File: src/acq_cfg_pkg.sv
`default_nettype none

package acq_cfg_pkg;

    //////////////////////////////////////////////////////////////////////
    // adc side
    localparam int adc_sample_w    = 12;    // one adc sample, over-range bit excluded
    localparam int adc_pair_w      = 26;    // two samples, each with its over-range bit
    localparam int lane_w          = 16;    // one sign-extended lane
    localparam int lanes_per_burst = 8;
    localparam int pairs_per_burst = 4;     // pairs captured per burst

    //////////////////////////////////////////////////////////////////////
    // fill configuration fields
    localparam int num_bursts_w    = 14;    // data bursts per fill
    localparam int pre_trig_w      = 16;    // pre-trigger adc pairs
    localparam int burst_adr_w     = 23;    // first memory burst of the fill
    localparam int fill_num_w      = 24;
    localparam int channel_tag_w   = 12;
    localparam int alarm_w         = 4;     // xadc alarm bits
    localparam int fill_type_w     = 2;

    //////////////////////////////////////////////////////////////////////
    // constant header fields in cbuf mode
    localparam int adr_pad_w       = 3;     // burst address goes out with 3 zero lsbs
    localparam int wave_cnt_w      = 12;    // final waveform count, always 1
    localparam int wave_idx_w      = 23;    // waveform index, always 1
    localparam int pre_lo_w        = 12;    // pre-trigger bits kept in the low field

endpackage

`default_nettype wire

File: src/acq_fmt_pkg.sv
`default_nettype none

package acq_fmt_pkg;

    //////////////////////////////////////////////////////////////////////
    // burst word: 4-bit contents tag over a 128-bit payload
    localparam int tag_w       = 4;
    localparam int payload_w   = acq_cfg_pkg::lanes_per_burst * acq_cfg_pkg::lane_w;
    localparam int burst_w     = tag_w + payload_w;     // 132
    localparam int hdr_field_w = payload_w - 2;         // below the marker

    localparam logic [tag_w-1:0] tag_fill_hdr = 4'd1;
    localparam logic [tag_w-1:0] tag_wave_hdr = 4'd2;
    localparam logic [tag_w-1:0] tag_data     = 4'd3;
    localparam logic [tag_w-1:0] tag_checksum = 4'd4;

    // top two bits of sign-extended data are always 00 or 11
    localparam logic [1:0] hdr_marker = 2'b01;

    //////////////////////////////////////////////////////////////////////
    // fill header field lsbs
    localparam int fh_num_lsb    = 0;
    localparam int fh_type_lsb   = 24;
    localparam int fh_bursts_lsb = 27;
    localparam int fh_adr_lsb    = 50;      // address << 3
    localparam int fh_wcnt_lsb   = 76;
    localparam int fh_pre_lsb    = 88;
    localparam int fh_tag_lsb    = 110;
    localparam int fh_cbuf_bit   = 122;

    // waveform header field lsbs
    localparam int wh_bursts_lsb = 0;
    localparam int wh_prelo_lsb  = 14;
    localparam int wh_adr_lsb    = 26;      // address << 3
    localparam int wh_idx_lsb    = 52;
    localparam int wh_prehi_lsb  = 75;
    localparam int wh_tag_lsb    = 98;
    localparam int wh_alarm_lsb  = 110;
    localparam int wh_cbuf_bit   = 114;

    // word select from sequencer to combiner
    typedef enum logic [1:0] {
        sel_fill,
        sel_wave,
        sel_data,
        sel_sum
    } sel_e;

    // one payload, two readings
    typedef union packed {
        logic [acq_cfg_pkg::lanes_per_burst-1:0][acq_cfg_pkg::lane_w-1:0] lanes;
        struct packed {
            logic [1:0]             marker;     // 127:126
            logic [hdr_field_w-1:0] fields;
        } hdr;
    } acq_payload_u;

endpackage

`default_nettype wire

File: src/acq_fill_ctrl.sv
`timescale 1ns/1ps
`default_nettype none

module acq_fill_ctrl (
    input  logic                                 clk,
    input  logic                                 arst_n,
    input  logic                                 fill_req,
    input  logic [acq_cfg_pkg::num_bursts_w-1:0] num_bursts,
    input  logic                                 burst_full,
    input  logic                                 word_done,
    output logic                                 fill_ack,
    output acq_fmt_pkg::sel_e                    sel,
    output logic                                 word_load,
    output logic                                 burst_take
);
    import acq_cfg_pkg::*;
    import acq_fmt_pkg::*;

    localparam logic [2:0] st_idle = 3'd0;
    localparam logic [2:0] st_fill = 3'd1;
    localparam logic [2:0] st_wave = 3'd2;
    localparam logic [2:0] st_data = 3'd3;
    localparam logic [2:0] st_sum  = 3'd4;
    localparam logic [2:0] st_done = 3'd5;

    logic [2:0]              state;
    logic                    busy;          // word issued, combiner still handshaking
    logic [num_bursts_w-1:0] bursts_left;

    always_comb begin
        case (state)
            st_wave: sel = sel_wave;
            st_data: sel = sel_data;
            st_sum:  sel = sel_sum;
            default: sel = sel_fill;        // also idle and done, unused there
        endcase
    end

    always_ff @(posedge clk or negedge arst_n) begin
        if (!arst_n) begin
            state       <= st_idle;
            busy        <= 1'b0;
            bursts_left <= '0;
            fill_ack    <= 1'b0;
            word_load   <= 1'b0;
            burst_take  <= 1'b0;
        end else begin
            word_load  <= 1'b0;             // single-cycle strobes
            burst_take <= 1'b0;
            case (state)
                st_idle: begin
                    if (fill_req) begin
                        state       <= st_fill;
                        bursts_left <= num_bursts;
                    end
                end
                st_fill, st_wave, st_data, st_sum: begin
                    if (!busy) begin
                        // data words wait for the packer
                        if (state != st_data || burst_full) begin
                            word_load  <= 1'b1;
                            burst_take <= (state == st_data);
                            busy       <= 1'b1;
                        end
                    end else if (word_done) begin
                        busy <= 1'b0;
                        case (state)
                            st_fill: state <= st_wave;
                            st_wave: state <= (bursts_left == '0) ? st_sum : st_data;
                            st_data: begin
                                bursts_left <= bursts_left - 1'b1;
                                if (bursts_left == 1) state <= st_sum;
                            end
                            default: begin
                                state    <= st_done;    // checksum acked
                                fill_ack <= 1'b1;
                            end
                        endcase
                    end
                end
                default: begin
                    if (!fill_req) begin
                        fill_ack <= 1'b0;
                        state    <= st_idle;
                    end
                end
            endcase
        end
    end

    // a data word must find a captured burst waiting in the packer
    a_data_has_burst : assert property (@(posedge clk) disable iff (!arst_n)
        word_load && sel == sel_data |-> burst_full);

endmodule

`default_nettype wire

File: src/acq_hdr_builder.sv
`timescale 1ns/1ps
`default_nettype none

module acq_hdr_builder (
    input  logic                                  clk,
    input  logic                                  arst_n,
    input  logic [acq_cfg_pkg::fill_num_w-1:0]    fill_num,
    input  logic [acq_cfg_pkg::fill_type_w-1:0]   fill_type,
    input  logic [acq_cfg_pkg::burst_adr_w-1:0]   burst_start_adr,
    input  logic [acq_cfg_pkg::num_bursts_w-1:0]  num_bursts,
    input  logic [acq_cfg_pkg::pre_trig_w-1:0]    pre_trig,
    input  logic [acq_cfg_pkg::channel_tag_w-1:0] channel_tag,
    input  logic [acq_cfg_pkg::alarm_w-1:0]       xadc_alarms,
    input  logic                                  alarm_latch,
    output acq_fmt_pkg::acq_payload_u             fill_hdr,
    output acq_fmt_pkg::acq_payload_u             wave_hdr
);
    import acq_cfg_pkg::*;
    import acq_fmt_pkg::*;

    logic [alarm_w-1:0]               alarms_q;     // frozen for the rest of the fill
    logic [alarm_w-1:0]               alarms;
    logic [burst_adr_w+adr_pad_w-1:0] byte_adr;

    always_ff @(posedge clk or negedge arst_n) begin
        if (!arst_n) begin
            alarms_q <= '0;
        end else if (alarm_latch) begin
            alarms_q <= xadc_alarms;
        end
    end

    // combiner takes the waveform header on the latching edge, so pass the live value
    assign alarms   = alarm_latch ? xadc_alarms : alarms_q;
    assign byte_adr = {burst_start_adr, {adr_pad_w{1'b0}}};

    //////////////////////////////////////////////////////////////////////
    // fill header
    always_comb begin
        fill_hdr                                          = '0;
        fill_hdr.hdr.marker                               = hdr_marker;
        fill_hdr.hdr.fields[fh_num_lsb +: fill_num_w]     = fill_num;
        fill_hdr.hdr.fields[fh_type_lsb +: fill_type_w]   = fill_type;
        fill_hdr.hdr.fields[fh_bursts_lsb +: num_bursts_w] = num_bursts;
        fill_hdr.hdr.fields[fh_adr_lsb +: burst_adr_w+adr_pad_w] = byte_adr;
        fill_hdr.hdr.fields[fh_wcnt_lsb +: wave_cnt_w]    = wave_cnt_w'(1);   // one trigger
        fill_hdr.hdr.fields[fh_pre_lsb +: pre_trig_w]     = pre_trig;
        fill_hdr.hdr.fields[fh_tag_lsb +: channel_tag_w]  = channel_tag;
        fill_hdr.hdr.fields[fh_cbuf_bit]                  = 1'b1;             // cbuf mode
    end

    //////////////////////////////////////////////////////////////////////
    // waveform header, pre-trigger split in two fields
    always_comb begin
        wave_hdr                                           = '0;
        wave_hdr.hdr.marker                                = hdr_marker;
        wave_hdr.hdr.fields[wh_bursts_lsb +: num_bursts_w] = num_bursts;
        wave_hdr.hdr.fields[wh_prelo_lsb +: pre_lo_w]      = pre_trig[pre_lo_w-1:0];
        wave_hdr.hdr.fields[wh_adr_lsb +: burst_adr_w+adr_pad_w] = byte_adr;
        wave_hdr.hdr.fields[wh_idx_lsb +: wave_idx_w]      = wave_idx_w'(1);  // only waveform
        wave_hdr.hdr.fields[wh_prehi_lsb +: pre_trig_w-pre_lo_w] =
            pre_trig[pre_trig_w-1:pre_lo_w];
        wave_hdr.hdr.fields[wh_tag_lsb +: channel_tag_w]   = channel_tag;
        wave_hdr.hdr.fields[wh_alarm_lsb +: alarm_w]       = alarms;
        wave_hdr.hdr.fields[wh_cbuf_bit]                   = 1'b1;
    end

endmodule

`default_nettype wire

File: src/acq_sample_packer.sv
`timescale 1ns/1ps
`default_nettype none

module acq_sample_packer (
    input  logic                               clk,
    input  logic                               arst_n,
    input  logic                               adc_req,
    input  logic [acq_cfg_pkg::adc_pair_w-1:0] adc_dat0,    // oldest pair
    input  logic [acq_cfg_pkg::adc_pair_w-1:0] adc_dat1,
    input  logic [acq_cfg_pkg::adc_pair_w-1:0] adc_dat2,
    input  logic [acq_cfg_pkg::adc_pair_w-1:0] adc_dat3,
    input  logic                               burst_take,
    output logic                               adc_ack,
    output logic                               burst_full,
    output acq_fmt_pkg::acq_payload_u          lanes
);
    import acq_cfg_pkg::*;
    import acq_fmt_pkg::*;

    logic [adc_pair_w-1:0] pairs [pairs_per_burst];
    acq_payload_u          lanes_d;
    logic                  capture;

    assign pairs[0] = adc_dat0;
    assign pairs[1] = adc_dat1;
    assign pairs[2] = adc_dat2;
    assign pairs[3] = adc_dat3;

    assign capture = adc_req && !adc_ack && !burst_full;    // held off while register full

    // drop over-range bits 0 and 13, sign-extend each sample into its lane
    always_comb begin
        for (int p = 0; p < pairs_per_burst; p++) begin
            lanes_d.lanes[2*p]   = lane_w'(signed'(pairs[p][adc_sample_w:1]));
            lanes_d.lanes[2*p+1] = lane_w'(signed'(pairs[p][adc_pair_w-1:adc_sample_w+2]));
        end
    end

    always_ff @(posedge clk or negedge arst_n) begin
        if (!arst_n) begin
            adc_ack    <= 1'b0;
            burst_full <= 1'b0;
        end else begin
            if (capture) begin
                adc_ack    <= 1'b1;
                burst_full <= 1'b1;
            end else if (burst_take) begin
                burst_full <= 1'b0;             // sequencer took it
            end
            if (adc_ack && !adc_req) adc_ack <= 1'b0;
        end
    end

    always_ff @(posedge clk) begin
        if (capture) lanes <= lanes_d;
    end

    // adc side must hold its data until acked
    a_adc_stable : assert property (@(posedge clk) disable iff (!arst_n)
        adc_req && !adc_ack |=>
            $stable({adc_dat3, adc_dat2, adc_dat1, adc_dat0}) || adc_ack || !adc_req);

endmodule

`default_nettype wire

File: src/acq_burst_mux.sv
`timescale 1ns/1ps
`default_nettype none

module acq_burst_mux (
    input  logic                              clk,
    input  logic                              arst_n,
    input  acq_fmt_pkg::sel_e                 sel,
    input  logic                              word_load,
    input  acq_fmt_pkg::acq_payload_u         fill_hdr,
    input  acq_fmt_pkg::acq_payload_u         wave_hdr,
    input  acq_fmt_pkg::acq_payload_u         lanes,
    input  logic                              out_ack,
    output logic                              out_req,
    output logic [acq_fmt_pkg::burst_w-1:0]   out_dat,
    output logic                              word_done
);
    import acq_fmt_pkg::*;

    logic [payload_w-1:0] checksum;     // xor of every payload so far
    logic [tag_w-1:0]     tag;
    acq_payload_u         payload;
    logic                 ack_seen;     // out_req dropped, waiting for out_ack low

    always_comb begin
        case (sel)
            sel_fill: begin
                tag     = tag_fill_hdr;
                payload = fill_hdr;
            end
            sel_wave: begin
                tag     = tag_wave_hdr;
                payload = wave_hdr;
            end
            sel_data: begin
                tag     = tag_data;
                payload = lanes;
            end
            default: begin
                tag     = tag_checksum;
                payload = checksum;
            end
        endcase
    end

    always_ff @(posedge clk or negedge arst_n) begin
        if (!arst_n) begin
            checksum <= '0;
        end else if (word_load) begin
            if (sel == sel_fill) checksum <= payload;               // new fill restarts it
            else if (sel != sel_sum) checksum <= checksum ^ payload;
        end
    end

    //////////////////////////////////////////////////////////////////////
    // output four-phase handshake
    always_ff @(posedge clk or negedge arst_n) begin
        if (!arst_n) begin
            out_req   <= 1'b0;
            ack_seen  <= 1'b0;
            word_done <= 1'b0;
        end else begin
            word_done <= 1'b0;
            if (word_load) begin
                out_req <= 1'b1;
            end else if (out_req && out_ack) begin
                out_req  <= 1'b0;
                ack_seen <= 1'b1;
            end else if (ack_seen && !out_ack) begin
                ack_seen  <= 1'b0;
                word_done <= 1'b1;                  // word fully handed off
            end
        end
    end

    always_ff @(posedge clk) begin
        if (word_load) out_dat <= {tag, payload};
    end

    // sequencer must wait for word_done before the next load
    a_load_idle : assert property (@(posedge clk) disable iff (!arst_n)
        word_load |-> !out_req && !ack_seen);

endmodule

`default_nettype wire

File: src/acq_cbuf_top.sv
`timescale 1ns/1ps
`default_nettype none

module acq_cbuf_top (
    input  logic                                  clk,
    input  logic                                  arst_n,
    // fill handshake and configuration
    input  logic                                  fill_req,
    output logic                                  fill_ack,
    input  logic [acq_cfg_pkg::fill_num_w-1:0]    fill_num,
    input  logic [acq_cfg_pkg::fill_type_w-1:0]   fill_type,
    input  logic [acq_cfg_pkg::burst_adr_w-1:0]   burst_start_adr,
    input  logic [acq_cfg_pkg::num_bursts_w-1:0]  num_bursts,
    input  logic [acq_cfg_pkg::pre_trig_w-1:0]    pre_trig,
    input  logic [acq_cfg_pkg::channel_tag_w-1:0] channel_tag,
    input  logic [acq_cfg_pkg::alarm_w-1:0]       xadc_alarms,
    // adc sample handshake
    input  logic                                  adc_req,
    output logic                                  adc_ack,
    input  logic [acq_cfg_pkg::adc_pair_w-1:0]    adc_dat0,
    input  logic [acq_cfg_pkg::adc_pair_w-1:0]    adc_dat1,
    input  logic [acq_cfg_pkg::adc_pair_w-1:0]    adc_dat2,
    input  logic [acq_cfg_pkg::adc_pair_w-1:0]    adc_dat3,
    // toward the memory write fifo
    output logic                                  out_req,
    input  logic                                  out_ack,
    output logic [acq_fmt_pkg::burst_w-1:0]       out_dat
);
    import acq_fmt_pkg::*;

    sel_e         sel;
    logic         word_load;
    logic         word_done;
    logic         burst_take;
    logic         burst_full;
    logic         alarm_latch;
    acq_payload_u fill_hdr;
    acq_payload_u wave_hdr;
    acq_payload_u lanes;

    assign alarm_latch = word_load && (sel == sel_wave);   // freeze alarms with the header

    acq_fill_ctrl i_acq_fill_ctrl (
        .clk        (clk),
        .arst_n     (arst_n),
        .fill_req   (fill_req),
        .num_bursts (num_bursts),
        .burst_full (burst_full),
        .word_done  (word_done),
        .fill_ack   (fill_ack),
        .sel        (sel),
        .word_load  (word_load),
        .burst_take (burst_take)
    );

    acq_hdr_builder i_acq_hdr_builder (
        .clk             (clk),
        .arst_n          (arst_n),
        .fill_num        (fill_num),
        .fill_type       (fill_type),
        .burst_start_adr (burst_start_adr),
        .num_bursts      (num_bursts),
        .pre_trig        (pre_trig),
        .channel_tag     (channel_tag),
        .xadc_alarms     (xadc_alarms),
        .alarm_latch     (alarm_latch),
        .fill_hdr        (fill_hdr),
        .wave_hdr        (wave_hdr)
    );

    acq_sample_packer i_acq_sample_packer (
        .clk        (clk),
        .arst_n     (arst_n),
        .adc_req    (adc_req),
        .adc_dat0   (adc_dat0),
        .adc_dat1   (adc_dat1),
        .adc_dat2   (adc_dat2),
        .adc_dat3   (adc_dat3),
        .burst_take (burst_take),
        .adc_ack    (adc_ack),
        .burst_full (burst_full),
        .lanes      (lanes)
    );

    acq_burst_mux i_acq_burst_mux (
        .clk       (clk),
        .arst_n    (arst_n),
        .sel       (sel),
        .word_load (word_load),
        .fill_hdr  (fill_hdr),
        .wave_hdr  (wave_hdr),
        .lanes     (lanes),
        .out_ack   (out_ack),
        .out_req   (out_req),
        .out_dat   (out_dat),
        .word_done (word_done)
    );

endmodule

`default_nettype wire

File: config.mk
export PLATFORM = sky130hd
export DESIGN_NAME = acq_cbuf_top
export DESIGN_NICKNAME = d
export VERILOG_FILES = /design/src/acq_cfg_pkg.sv /design/src/acq_fmt_pkg.sv /design/src/acq_fill_ctrl.sv /design/src/acq_hdr_builder.sv /design/src/acq_sample_packer.sv /design/src/acq_burst_mux.sv /design/src/acq_cbuf_top.sv
export SDC_FILE = /design/constraint.sdc
export NUM_CORES = 1
export LEC_CHECK = 0
export ABC_AREA = 1
export BUFFER_PORTS_ARGS = -buffer_cell sky130_fd_sc_hd__buf_2
export CAP_MARGIN = 15
export CORE_MARGIN = 10
export CORE_UTILIZATION = 45
export CTS_CLUSTER_SIZE = 30
export DETAILED_ROUTE_END_ITERATION = 6
export GPL_ROUTABILITY_DRIVEN = 0
export PLACE_DENSITY = 0.66
export SYNTH_ARGS = -nofsm -noshare
export SYNTH_HDL_FRONTEND = slang
export SYNTH_HIERARCHICAL = 1
export SYNTH_SLANG_ARGS = --single-unit
File: constraint.sdc
create_clock -name clk -period 5.8 [get_ports clk]
set_input_delay 0.58 -clock clk [delete_from_list [all_inputs] [get_ports clk]]
set_output_delay 0.58 -clock clk [all_outputs]
set_load 0.1 [all_outputs]
==> results.txt <==
status = finished clean
top-count cell post-synth = nand2_1
Finished Layout Cells = 3508
DRT Pass-1 Iters = 5
#FFs+latches synth = 385
largest area contributor in the netlist = edfxtp_1
GRT Util Overall = 20.94%
Routed Wire Length = 61.56 mm
CP arrival = 3.84 ns
number of fill cells = 4510
Slew HR = 29.06%
Final Skew = 0.01949 ns
DRT iter0 DRCs = 1276
register area = 0.01077 mm2
dominant synthesized flop cell = edfxtp_1
CTS sink cnt = 385
CTS resizes = 0
Mapped Area = 0.02173 mm2
Hold Path Class = in2async
worst-margin pin slew = 1.064 ns
Synth top area share = 31.37%
crit start category = register
Area Growth Syn to Fin = 7.910%
vias in the first global route = 17310
initial antenna violation count = 4
Synth top cells by count = nand2_1, nor2_1, buf_4
Vias per Instance = 4.999
Slew Viols, Final = 0
Max Cap Viol = 0
Die Ht = 239.8 um
Post-synth EDFFs = 227
Tmin final = 3.386 ns
synth warn = 6
HPWL after detailed placement = 40.82 mm
RSZ-0062 raised after global routing = no
# H-tree levels = 2
WL/cell = 17.55 um
area occupied by multi-input gates = 0.007981 mm2
clock tree buffer depth = 3
number of distinct library cells after synthesis = 31
setup TNS = 0 ns
Initial Util = 45.52%
Skew-Pair Late Insertion Delay = 0.57 ns
antenna-violating nets left = 0
largest net degree at the start of global routing = 104
sequential fraction of the synthesis area = 49.56%
Worst setup EP type = register
total clock buffers created by CTS = 44
first-pass GRT wire length = 94.84 mm
clock tree from TritonCTS = built
die area = 0.05748 mm2
drt drc = 0
Die X = 239.8 um
total number of vias = 17540
async set or reset register ratio after synthesis = 41.04%
pre-CTS setup slack = 2.444 ns
fin crit share = 58.37%
crit path kind = reg2reg
synthesized instance count = 2770
FP Rows = 80
worst path required time = 6.25 ns
dpl cells = 3423
Final WS setup = 2.415 ns
Synth area leaders = edfxtp_1, nand2_1, dfrtp_1
final hold violations = 0
worst hold margin = 0.007776 ns
fmax = 0.2954 GHz
Avg Cell Area, Syn = 7.846 um2
port bufs = 329
clock transition at the registers of the reported paths = 0.06 ns
Setup-failing EPs final = 0
# IOs = 339
share of post-route cells with drive strength above 1 = 16.19%
maximum fanout along the worst path = 97
Core Region = 0.04775 mm2
CTS Hold Buffers Added = 0
Root Buffer = clkbuf_16
Final nets = 3065
grt ovf = 0
postcts setup bufs = 0
metrics by stage:
step / cell area (um2) / util [%]
2_1_floorplan: 22080 / -
3_3_place_gp: 22000 / 46.07
3_5_place_dp: 22000 / 46.07
4_1_cts: 23440 / 49.10
5_1_grt: 23450 / 49.11
6_report: 23450 / 49.12
layout by cell type, fill, tap and decap left out, drive strengths merged:
master	Yosys	layout
clkinvlp	0	1
o21a	65	65
buf	379	343
nor3	1	1
nand3	148	148
clkbuf	21	65
nand3b	2	2
ha	7	7
or2	2	2
nand2	1076	1076
clkinv	0	13
o21ai	91	91
nand4	1	1
conb	3	97
and2	1	1
diode	0	3
inv	172	174
nor2	348	348
a21oi	68	68
bufinv	0	2
edfxtp	227	227
dfrtp	158	158
logic make-up after synthesis:
logic type                 share of synthesized area (%)
AOI/OAI and AO/OA                                  5.907
adders and majority gates                         0.4030
buffers and inverters                              15.60
DFF                                                49.56
other                                            0.05181
and+or+nand+nor                                    28.48
worst max-delay path, cell delays in order, from the launching register on:
cell and delay, ns:
dfrtp_1 0.46, inv_2 0.09, nand3_1 0.14, nand2_1 0.20, ha_4 0.35, nor2_4 0.38, buf_4 0.39, buf_4 0.82
nand3_1 0.17, nand2_1 0.11, inv_1 0.05
per-layer routing:
| metal | GRT usage (%) | vias up | share of wire, % |
|---|---|---|---|
| li1 | - | 8528 | - |
| met4 | 6.637 | 4 | 2.5 |
| met1 | 26.77 | 8270 | 42 |
| met5 | 0 | - | 0.036 |
| met3 | 3.954 | 104 | 7.8 |
| met2 | 35.15 | 632 | 48 |
sequential cells by signal, summed over array words and instances (netlist names):
signal / count
i_acq_fill_ctrl/bursts_left: 14
i_acq_burst_mux/out_dat: 131
i_acq_hdr_builder/alarms_q: 4
i_acq_burst_mux/ack_seen: 1
i_acq_sample_packer/burst_full: 1
i_acq_sample_packer/adc_ack: 1
i_acq_sample_packer/lanes: 96
i_acq_fill_ctrl/word_load: 1
i_acq_fill_ctrl/burst_take: 1
i_acq_burst_mux/checksum: 128
i_acq_fill_ctrl/busy: 1
i_acq_fill_ctrl/fill_ack: 1
i_acq_fill_ctrl/state: 3
i_acq_burst_mux/word_done: 1
i_acq_burst_mux/out_req: 1
final timing paths:
path | from | end | slack [ns] | depth (start not counted)
worst min-delay path | arst_n | i_acq_burst_mux/checksum[121]$_DFFE_PN0P_ | 0.008 | 1
max in group asynchronous | arst_n | i_acq_fill_ctrl/word_load$_DFF_PN0_ | 4.64 | 2
min in group clk | adc_dat2[7] | i_acq_sample_packer/lanes[70]$_DFFE_PP_ | 0.18 | 1
worst max register to register | i_acq_fill_ctrl/state[2]$_DFFE_PN0P_ | i_acq_burst_mux/checksum[99]$_DFFE_PN0P_ | 2.41 | 10
worst min register to register | i_acq_fill_ctrl/busy$_DFFE_PN0P_ | i_acq_fill_ctrl/burst_take$_DFF_PN0_ | 0.47 | 1
worst max-delay path | i_acq_fill_ctrl/state[2]$_DFFE_PN0P_ | i_acq_burst_mux/checksum[99]$_DFFE_PN0P_ | 2.41 | 10
final cells by class:
class / count / area share [%]
inverters: 172 / 2.796
repair buffers: 344 / 7.752
multi-input cells: 1907 / 34.03
clock buffers: 64 / 5.533
well taps: 615 / 3.281
clock inverters: 18 / 0.6296
flip-flops and latches: 385 / 45.94
diodes: 3 / 0.03201
Power is not shown: default switching activity piles up to over one toggle a cycle in this logic, so the estimate is an artifact.
